**src/logic/scurvePkg.sv**
```systemverilog
`default_nettype none

package scurvePkg;

  //////////////////////////////////////////////////////////////////////
  // Record tags and fixed words of the USB stream
  //////////////////////////////////////////////////////////////////////
  localparam logic [15:0] HeaderWord   = 16'h5343;  // "SC"
  localparam logic [15:0] TailWord     = 16'hFF45;
  localparam logic [7:0]  TagSingleChn = 8'h43;     // "C"
  localparam logic [7:0]  TagSweepChn  = 8'h63;     // "c"
  localparam logic [3:0]  TagDac       = 4'hD;

  // Length of the Microroc slow-control word handled here
  localparam int ScBits = 266;

  // Run settings, static while a run is active
  typedef struct packed {
    logic       singleChn;    // High for one channel, low for 64-channel sweep
    logic       ctestInject;  // High to inject through Ctest
    logic [5:0] testChn;
  } testParamT;

  // Slow-control word, MSB first on the serial line
  typedef struct packed {
    logic [63:0]  ctestChn;    // One-hot Ctest enable
    logic [9:0]   dacCode;     // Bit-reversed, LSB goes out first
    logic [191:0] discriMask;  // Three bits per channel
  } scParamT;

  typedef struct packed {
    logic [7:0] tag;
    logic [1:0] zero;
    logic [5:0] chn;
  } chnRecT;

  typedef struct packed {
    logic [3:0] tag;
    logic [1:0] zero;
    logic [9:0] code;
  } dacRecT;

  // One USB word, seen as a channel record, a DAC record or plain data
  typedef union packed {
    chnRecT      chnRec;
    dacRecT      dacRec;
    logic [15:0] raw;
  } usbWordU;

endpackage

`default_nettype wire

```
**src/logic/scurveTestControl.sv**
```systemverilog
`default_nettype none

module scurveTestControl
  import scurvePkg::*;
#(
  parameter int DacLast    = 1023,
  parameter int LoadSettle = 40000
) (
  input  wire logic      Clk,
  input  wire logic      reset_n,
  input  wire logic      testStart,
  input  wire testParamT testParam,
  input  wire logic      configDone,
  input  wire logic      countDone,
  input  wire logic      fifoEmpty,
  input  wire logic [15:0] fifoData,
  input  wire logic      usbFull,
  input  wire logic      dataTransmitDone,
  output scParamT        scParam,
  output logic           scLoad,
  output logic           countStart,
  output logic           rdEn,
  output usbWordU        usbData,
  output logic           usbWrEn,
  output logic           testDone
);

  localparam int SettleW = $clog2(LoadSettle + 1);

  localparam logic [4:0] Idle       = 5'd0,
                         HeaderOut  = 5'd1,
                         ChnSc      = 5'd2,
                         ChnOut     = 5'd3,
                         DacSc      = 5'd4,
                         DacOut     = 5'd5,
                         WaitLoad   = 5'd6,
                         Settle     = 5'd7,
                         WaitCount  = 5'd8,
                         Drain      = 5'd9,
                         ReadFifo   = 5'd10,
                         LatchCount = 5'd11,
                         OutCount   = 5'd12,
                         NextStep   = 5'd13,
                         NextChn    = 5'd14,
                         TailOut    = 5'd15,
                         TailWait   = 5'd16,
                         Done       = 5'd17;

  logic [4:0]         state;
  logic [5:0]         chn;
  logic [63:0]        ctestMask;  // One-hot, follows chn
  logic [9:0]         dacCode;    // Ramp code, natural bit order
  logic [SettleW-1:0] settleCnt;
  logic [3:0]         idleCnt;

  // The ASIC takes the DAC code LSB first
  function automatic logic [9:0] reverseBits(input logic [9:0] code);
    logic [9:0] rev;
    for (int i = 0; i < 10; i++) begin
      rev[i] = code[9 - i];
    end
    return rev;
  endfunction

  // Records go out straight from their own state, counts wait for space
  assign usbWrEn = (state == HeaderOut) || (state == ChnOut) || (state == DacOut) ||
                   (state == TailOut) || (state == OutCount && !usbFull);

  //////////////////////////////////////////////////////////////////////
  // Sequencer FSM
  //////////////////////////////////////////////////////////////////////
  always_ff @(posedge Clk or negedge reset_n) begin
    if (!reset_n) begin
      state      <= Idle;
      chn        <= '0;
      ctestMask  <= 64'd1;
      dacCode    <= '0;
      settleCnt  <= '0;
      idleCnt    <= '0;
      scParam    <= '0;
      scLoad     <= 1'b0;
      countStart <= 1'b0;
      rdEn       <= 1'b0;
      usbData    <= '0;
      testDone   <= 1'b0;
    end else begin
      case (state)
        Idle: begin
          if (testStart) begin
            chn         <= testParam.singleChn ? testParam.testChn : 6'd0;
            ctestMask   <= testParam.singleChn ? (64'd1 << testParam.testChn) : 64'd1;
            dacCode     <= '0;
            usbData.raw <= HeaderWord;
            state       <= HeaderOut;
          end
        end
        HeaderOut: state <= ChnSc;
        ChnSc: begin
          // Channel part of the slow-control word and its record
          scParam.ctestChn   <= testParam.ctestInject ? ctestMask : 64'd0;
          scParam.discriMask <= {189'd0, 3'b111} << (chn * 8'd3);
          usbData.chnRec     <= '{tag:  testParam.singleChn ? TagSingleChn : TagSweepChn,
                                  zero: 2'b00,
                                  chn:  chn};
          state              <= ChnOut;
        end
        ChnOut: state <= DacSc;
        DacSc: begin
          scParam.dacCode <= reverseBits(dacCode);
          usbData.dacRec  <= '{tag: TagDac, zero: 2'b00, code: dacCode};
          state           <= DacOut;
        end
        DacOut: begin
          scLoad <= 1'b1;
          state  <= WaitLoad;
        end
        WaitLoad: begin
          scLoad <= 1'b0;
          if (configDone) begin
            settleCnt <= '0;
            state     <= Settle;
          end
        end
        Settle: begin
          if (settleCnt == SettleW'(LoadSettle - 1)) begin
            countStart <= 1'b1;
            state      <= WaitCount;
          end else begin
            settleCnt <= settleCnt + 1'b1;
          end
        end
        WaitCount: begin
          countStart <= 1'b0;
          if (countDone) state <= Drain;
        end

        ////////////////////////////////////////////////////////////////////
        // Move count words from the FIFO to USB
        ////////////////////////////////////////////////////////////////////
        Drain: begin
          if (fifoEmpty) begin
            state <= NextStep;
          end else begin
            rdEn  <= 1'b1;
            state <= ReadFifo;
          end
        end
        ReadFifo: begin
          rdEn  <= 1'b0;
          state <= LatchCount;
        end
        LatchCount: begin
          usbData.raw <= fifoData;  // FIFO data valid now
          state       <= OutCount;
        end
        OutCount: begin
          if (!usbFull) state <= Drain;  // Held here while USB is full
        end
        NextStep: begin
          if (dacCode == 10'(DacLast)) begin
            dacCode <= '0;
            state   <= NextChn;
          end else begin
            dacCode <= dacCode + 10'd1;
            state   <= DacSc;
          end
        end
        NextChn: begin
          if (testParam.singleChn || chn == 6'd63) begin
            usbData.raw <= TailWord;
            state       <= TailOut;
          end else begin
            chn       <= chn + 6'd1;
            ctestMask <= ctestMask << 1;
            state     <= ChnSc;
          end
        end
        TailOut: begin
          idleCnt <= '0;
          state   <= TailWait;
        end
        TailWait: begin
          if (idleCnt == 4'd15) begin
            testDone <= 1'b1;       // 16 quiet cycles after the tail
            state    <= Done;
          end else begin
            idleCnt <= idleCnt + 4'd1;
          end
        end
        Done: begin
          if (dataTransmitDone) begin
            testDone <= 1'b0;
            state    <= Idle;
          end
        end
        default: state <= Idle;
      endcase
    end
  end

endmodule

`default_nettype wire

```
**src/logic/scurveTop.sv**
```systemverilog
`default_nettype none

module scurveTop
  import scurvePkg::*;
#(
  parameter int DacLast      = 1023,
  parameter int LoadSettle   = 40000,
  parameter int WindowCycles = 1000,
  parameter int FifoDepth    = 16
) (
  input  wire logic      Clk,
  input  wire logic      reset_n,
  input  wire logic      testStart,
  input  wire testParamT testParam,
  input  wire logic      trigger,          // Discriminator output from the ASIC
  input  wire logic      usbFull,
  input  wire logic      dataTransmitDone,
  output usbWordU        usbData,
  output logic           usbWrEn,
  output logic           scSdo,
  output logic           scSck,
  output logic           testDone
);

  scParamT     scParam;
  logic        scLoad;
  logic        configDone;
  logic        countStart;
  logic        countDone;
  logic        cntWrEn;
  logic [15:0] cntWrData;
  logic        rdEn;
  logic [15:0] fifoData;
  logic        fifoEmpty;
  logic        fifoFull;

  //////////////////////////////////////////////////////////////////////
  // Sequencer
  //////////////////////////////////////////////////////////////////////
  scurveTestControl #(
    .DacLast   (DacLast),
    .LoadSettle(LoadSettle)
  ) control0 (
    .Clk(Clk), .reset_n(reset_n),
    .testStart(testStart), .testParam(testParam),
    .configDone(configDone), .countDone(countDone),
    .fifoEmpty(fifoEmpty), .fifoData(fifoData),
    .usbFull(usbFull), .dataTransmitDone(dataTransmitDone),
    .scParam(scParam), .scLoad(scLoad), .countStart(countStart), .rdEn(rdEn),
    .usbData(usbData), .usbWrEn(usbWrEn), .testDone(testDone)
  );

  slowControlLoader loader0 (
    .Clk(Clk), .reset_n(reset_n),
    .scLoad(scLoad), .scParam(scParam),
    .scSdo(scSdo), .scSck(scSck), .configDone(configDone)
  );

  triggerCounter #(.WindowCycles(WindowCycles)) counter0 (
    .Clk(Clk), .reset_n(reset_n),
    .countStart(countStart), .trigger(trigger), .fifoFull(fifoFull),
    .wrEn(cntWrEn), .wrData(cntWrData), .countDone(countDone)
  );

  // Count words between counter and sequencer
  syncFifo #(.Width(16), .Depth(FifoDepth)) fifo0 (
    .Clk(Clk), .reset_n(reset_n),
    .wrEn(cntWrEn), .wrData(cntWrData), .rdEn(rdEn),
    .rdData(fifoData), .empty(fifoEmpty), .full(fifoFull)
  );

endmodule

`default_nettype wire

```
**src/logic/slowControlLoader.sv**
```systemverilog
`default_nettype none

module slowControlLoader
  import scurvePkg::*;
(
  input  wire logic    Clk,
  input  wire logic    reset_n,
  input  wire logic    scLoad,
  input  wire scParamT scParam,
  output logic         scSdo,
  output logic         scSck,
  output logic         configDone
);

  localparam int CntW = $clog2(ScBits + 1);

  logic [ScBits-1:0] shiftReg;
  logic [CntW-1:0]   bitsLeft;
  logic              busy;

  //////////////////////////////////////////////////////////////////////
  // Serializer
  // Each bit sits one cycle with clock low, then one cycle with it high
  //////////////////////////////////////////////////////////////////////
  always_ff @(posedge Clk or negedge reset_n) begin
    if (!reset_n) begin
      shiftReg   <= '0;
      bitsLeft   <= '0;
      busy       <= 1'b0;
      scSck      <= 1'b0;
      configDone <= 1'b0;
    end else begin
      configDone <= 1'b0;
      if (scLoad && !busy) begin
        shiftReg <= scParam;         // Capture whole word
        bitsLeft <= CntW'(ScBits);
        busy     <= 1'b1;
        scSck    <= 1'b0;
      end else if (busy) begin
        if (!scSck) begin
          scSck <= 1'b1;             // Rising edge, ASIC samples here
        end else begin
          scSck <= 1'b0;
          if (bitsLeft == CntW'(1)) begin
            busy       <= 1'b0;
            configDone <= 1'b1;      // Cycle after last high phase
          end else begin
            bitsLeft <= bitsLeft - 1'b1;
            shiftReg <= {shiftReg[ScBits-2:0], 1'b0};
          end
        end
      end
    end
  end

  // MSB first
  assign scSdo = shiftReg[ScBits-1];

endmodule

`default_nettype wire

```
**src/logic/syncFifo.sv**
```systemverilog
`default_nettype none

module syncFifo #(
  parameter int Width = 16,
  parameter int Depth = 16
) (
  input  wire logic             Clk,
  input  wire logic             reset_n,
  input  wire logic             wrEn,
  input  wire logic [Width-1:0] wrData,
  input  wire logic             rdEn,
  output logic      [Width-1:0] rdData,
  output logic                  empty,
  output logic                  full
);

  localparam int PtrW = (Depth > 1) ? $clog2(Depth) : 1;
  localparam int CntW = $clog2(Depth + 1);

  logic [Width-1:0] mem [Depth];
  logic [PtrW-1:0]  wrPtr;
  logic [PtrW-1:0]  rdPtr;
  logic [CntW-1:0]  used;
  logic             doWrite;
  logic             doRead;

  function automatic logic [PtrW-1:0] nextPtr(input logic [PtrW-1:0] ptr);
    return (ptr == PtrW'(Depth - 1)) ? '0 : ptr + 1'b1;  // Wrap for any depth
  endfunction

  assign doWrite = wrEn && !full;   // Write while full is dropped
  assign doRead  = rdEn && !empty;
  assign empty   = (used == '0);
  assign full    = (used == CntW'(Depth));

  always_ff @(posedge Clk or negedge reset_n) begin
    if (!reset_n) begin
      wrPtr <= '0;
      rdPtr <= '0;
      used  <= '0;
    end else begin
      if (doWrite) wrPtr <= nextPtr(wrPtr);
      if (doRead)  rdPtr <= nextPtr(rdPtr);
      case ({doWrite, doRead})
        2'b10:   used <= used + 1'b1;
        2'b01:   used <= used - 1'b1;
        default: used <= used;
      endcase
    end
  end

  // Storage and registered read port
  always_ff @(posedge Clk) begin
    if (doWrite) mem[wrPtr] <= wrData;
    if (doRead)  rdData <= mem[rdPtr];  // Valid the cycle after rdEn
  end

endmodule

`default_nettype wire

```
**src/logic/triggerCounter.sv**
```systemverilog
`default_nettype none

module triggerCounter #(
  parameter int WindowCycles = 1000
) (
  input  wire logic  Clk,
  input  wire logic  reset_n,
  input  wire logic  countStart,
  input  wire logic  trigger,
  input  wire logic  fifoFull,
  output logic       wrEn,
  output logic [15:0] wrData,
  output logic       countDone
);

  localparam int TimerW = $clog2(WindowCycles + 1);

  logic [TimerW-1:0] timer;    // Cycles left in the window, minus one
  logic              active;
  logic [15:0]       trigCnt;

  //////////////////////////////////////////////////////////////////////
  // Measurement window
  //////////////////////////////////////////////////////////////////////
  always_ff @(posedge Clk or negedge reset_n) begin
    if (!reset_n) begin
      timer     <= '0;
      active    <= 1'b0;
      trigCnt   <= '0;
      wrEn      <= 1'b0;
      countDone <= 1'b0;
    end else begin
      wrEn      <= 1'b0;
      countDone <= 1'b0;
      if (countStart) begin
        timer   <= TimerW'(WindowCycles - 1);
        active  <= 1'b1;
        trigCnt <= '0;
      end else if (active) begin
        // Saturate instead of wrapping
        if (trigger && trigCnt != 16'hFFFF) begin
          trigCnt <= trigCnt + 16'd1;
        end
        if (timer == '0) begin
          active    <= 1'b0;
          wrEn      <= !fifoFull;
          countDone <= 1'b1;         // Same cycle as the FIFO write
        end else begin
          timer <= timer - 1'b1;
        end
      end
    end
  end

  // Count is final by the time wrEn is high
  assign wrData = trigCnt;

endmodule

`default_nettype wire

```
**config.mk**
```make
export PLATFORM = sky130hd
export DESIGN_NAME = scurveTop
export DESIGN_NICKNAME = d
export VERILOG_FILES = /design/src/logic/scurvePkg.sv /design/src/logic/scurveTestControl.sv /design/src/logic/scurveTop.sv /design/src/logic/slowControlLoader.sv /design/src/logic/syncFifo.sv /design/src/logic/triggerCounter.sv
export SDC_FILE = /design/constraint.sdc
export NUM_CORES = 2
export LEC_CHECK = 0
export BUFFER_PORTS_ARGS = -buffer_cell sky130_fd_sc_hd__buf_2
export CAP_MARGIN = 20
export CORE_ASPECT_RATIO = 1.4
export CORE_MARGIN = 1
export CORE_UTILIZATION = 60
export CTS_BUF_LIST = sky130_fd_sc_hd__clkbuf_8
export DETAILED_ROUTE_END_ITERATION = 12
export PLACE_DENSITY = 0.73
export REMOVE_ABC_BUFFERS = 1
export SLEW_MARGIN = 20
export SYNTH_ARGS = -nofsm -noshare
export SYNTH_HDL_FRONTEND = slang
export SYNTH_SLANG_ARGS = --single-unit
```
**constraint.sdc**
```tcl
create_clock -name Clk -period 8.7 [get_ports Clk]
set_clock_uncertainty 0.05 [all_clocks]
set_input_delay 0.87 -clock Clk [delete_from_list [all_inputs] [get_ports Clk]]
set_output_delay 0.87 -clock Clk [all_outputs]
set_load 0.005 [all_outputs]
```
==> results.cfg <==
[outcome]
outcome = finished clean

[sta]
setup_tns_ns = 0
setup_viol_count_final = 0
slew_headroom_pct = 25.5
fin_crit_ns = 3.72
period_share_pct = 42.8
rsz0062_at_grt = no
fmax_mhz = 269
tightest_slew_ns = 1.12
slew_viol_final = 0
hold_viol_final = 0

[route]
via_per_inst = 6.11
drc = 0
routed-via-count = 24953
drt_iter0_drc = 2021
ant_nets = 0
wl_um = 79200
dr.pass1.iters = 6
wl_per_cell_um = 19.4

[critical_path]
cpPeakStageDelay_ns = 0.76
worstPathMaxFanout = 18
cp-start-kind = flip-flop
crit_type = reg2reg
cp_slowest_cell = nor4_1
cp_top_family = simple AND/OR/NAND/NOR gates
cpMostUsedCell = nand2_1
crit_chain = nor4_1 > nand2_1 > nand2_1 > inv_1 > ha_1 > xor2_1 > ha_1 > a21o_1 > nand2_1 > a21o_1 > a31oi_1 > xnor2_1
worstPathArrival_ns = 4.37
required_ns = 9.35
cp-end-kind = flip-flop
cp_num_buf_inv = 1

[logic_synthesis]
avgSynthCellArea_um2 = 11.1
synth_warnings = 0
syn_area_um2 = 36200
synth-seq-cells = 855
synth_edf_count = 272
synth_area_leader_cell = dfrtp_1
synth_top_area_share_pct = 40.3
ys.flop_type = dfrtp_1
yosysSeqAreaShare_pct = 62.9
synth_common_cells = nand2_1, dfrtp_1, a31oi_1, edfxtp_1, nor2_1
synthCells = 3263
synth.most_common_cell = nand2_1
ys_async_sr_fraction_pct = 68.2
yosysUniqueCellTypes = 87
synth_area_leaders = dfrtp_1, edfxtp_1, nand2_1, a31oi_1, mux4_2

[power]
power_density_nw_per_um2 = 296
leakagePower_uw = 0.0158
vdd_drop_max_uv = 214

[die]
io_pins = 34
fp.dieW_um = 210
die_y_um = 293
rows = 106
start_util_pct = 60.6
core_area_um2 = 59700
die-area_um2 = 61300

[clock_network]
hold_buffers = 0
cts_tree = built
cts_made_buffers = 133
clk_pin_slew_worst_paths_ns = 0.06
postCtsSetupBuffers = 0
clock_latency_ns = 0.79
htree_num_levels = 4
clock-sinks = 855
cts_resized = 0
clock_path_buffers = 3
cts_root_buf = clkbuf_8

[global_routing]
grt_overflow = 0
antenna_found_initial = 3
grt_pass1_wl_um = 130000
grt_start_max_net_pins = 135
grt_pass1_vias = 25251
track_usage_pct = 26.7

[layout]
layout-drive-gt1-share_pct = 11.2
num-fill-cells = 4490
nets = 3263
final_area_um2 = 39200
areaGrowthSynthToFinish_pct = 8.49

[place]
placed_area_um2 = 36600
port_buffers = 33
hpwl_um = 47900
gp_congestion = 0.894

[flow_run]
cap_violations = 0

[worst_hold_path]
hp-class = in2async
==> placed cells by master, fill, tap and decap left out, drive strengths merged, types with 64 or more instances in the layout <==
cell,Yosys,layout
nand2,839,839
dfrtp,582,582
edfxtp,272,272
a31oi,272,272
nor2,224,224
clkbuf,137,157
o21ai,150,150
nand3,100,100
inv,28,70
a22oi,68,68
mux4,64,64
==> power breakdown <==
part / switching (uW) / internal [uW]
clock: 1580 / 1690
sequential: 630 / 5010
combinational: 1760 / 936
total: 3970 / 7630
==> state kept, by name (all words and copies together), names as in the netlist, 4 cells and up <==
register,cells
fifo0.rdPtr,4
loader0.bitsLeft,9
control0.settleCnt,16
fifo0.rdData,16
fifo0.mem,256
control0.state,5
counter0.wrData,16
control0.chn,6
control0.idleCnt,4
fifo0.wrPtr,4
control0.scParam,138
fifo0.used,5
control0.dacCode,10
counter0.timer,10
loader0.shiftReg,266
control0.ctestMask,64
control0.usbData,16
==> metal layers <==
metal	wire length, um	part of all wire, %	vias up	track usage [%]
li1	-	-	11574	-
met1	31900	40	12450	33.1
met2	41000	52	746	46.2
met3	3800	4.8	181	4.88
met4	2460	3.1	2	11.0
met5	17	0.021	-	0
==> per-stage QoR <==
step | cells | utilization [%] | power (uW) | hold WS, ns | setup slack (ns)
global route | 4087 | 65.7 | 12300 | 0.155 | 4.67
floorplan | 3032 | - | 7570 | 0.384 | -4.50
detailed placement | 3848 | 61.4 | 8390 | 0.406 | 5.10
CTS | 4085 | 65.7 | 11700 | 0.124 | 4.95
global placement | 3848 | 61.4 | 8210 | 0.400 | 5.20
finish | 4087 | 65.7 | 11600 | 0.0903 | 4.98
==> worst paths after layout <==
check                                      start  slack (ns)                    end  depth (start not counted)
max                                fifo0.used[1]        4.98          fifo0.used[4]                         12
min                                      reset_n        0.09  loader0.shiftReg[170]                          1
max reg2reg                        fifo0.used[1]        4.98          fifo0.used[4]                         12
min reg2reg                control0.scParam[252]        0.42  control0.scParam[252]                          2
max in group asynchronous                reset_n        6.29      counter0.timer[1]                          3
min in group Clk                dataTransmitDone        0.36      control0.testDone                          4
==> area by class of cell <==
| cell class | instances | area (um2) | area share [%] |
|---|---|---|---|
| antenna | 1 | 2.50 | 0.00638 |
| inverter | 29 | 109 | 0.277 |
| clock inverter | 80 | 430 | 1.10 |
| clock buffer | 157 | 2160 | 5.51 |
| timing repair buffer | 61 | 412 | 1.05 |
| tap | 756 | 946 | 2.41 |
| multi-input combinational | 2148 | 12400 | 31.6 |
| sequential | 855 | 22800 | 58.0 |
==> cells by family after synthesis <==
logic type	Yosys count	share of synthesized area (%)
buffers and inverters	260	3.17
XOR/XNOR	36	0.872
multiplexers	94	4.85
flip-flops	855	62.9
adder cells (fa/ha/maj)	21	0.726
AO/OA/AOI/OAI	670	12.0
AND/OR/NAND/NOR	1327	15.5
No activity file was read; power rests on OpenSTA's default activity.
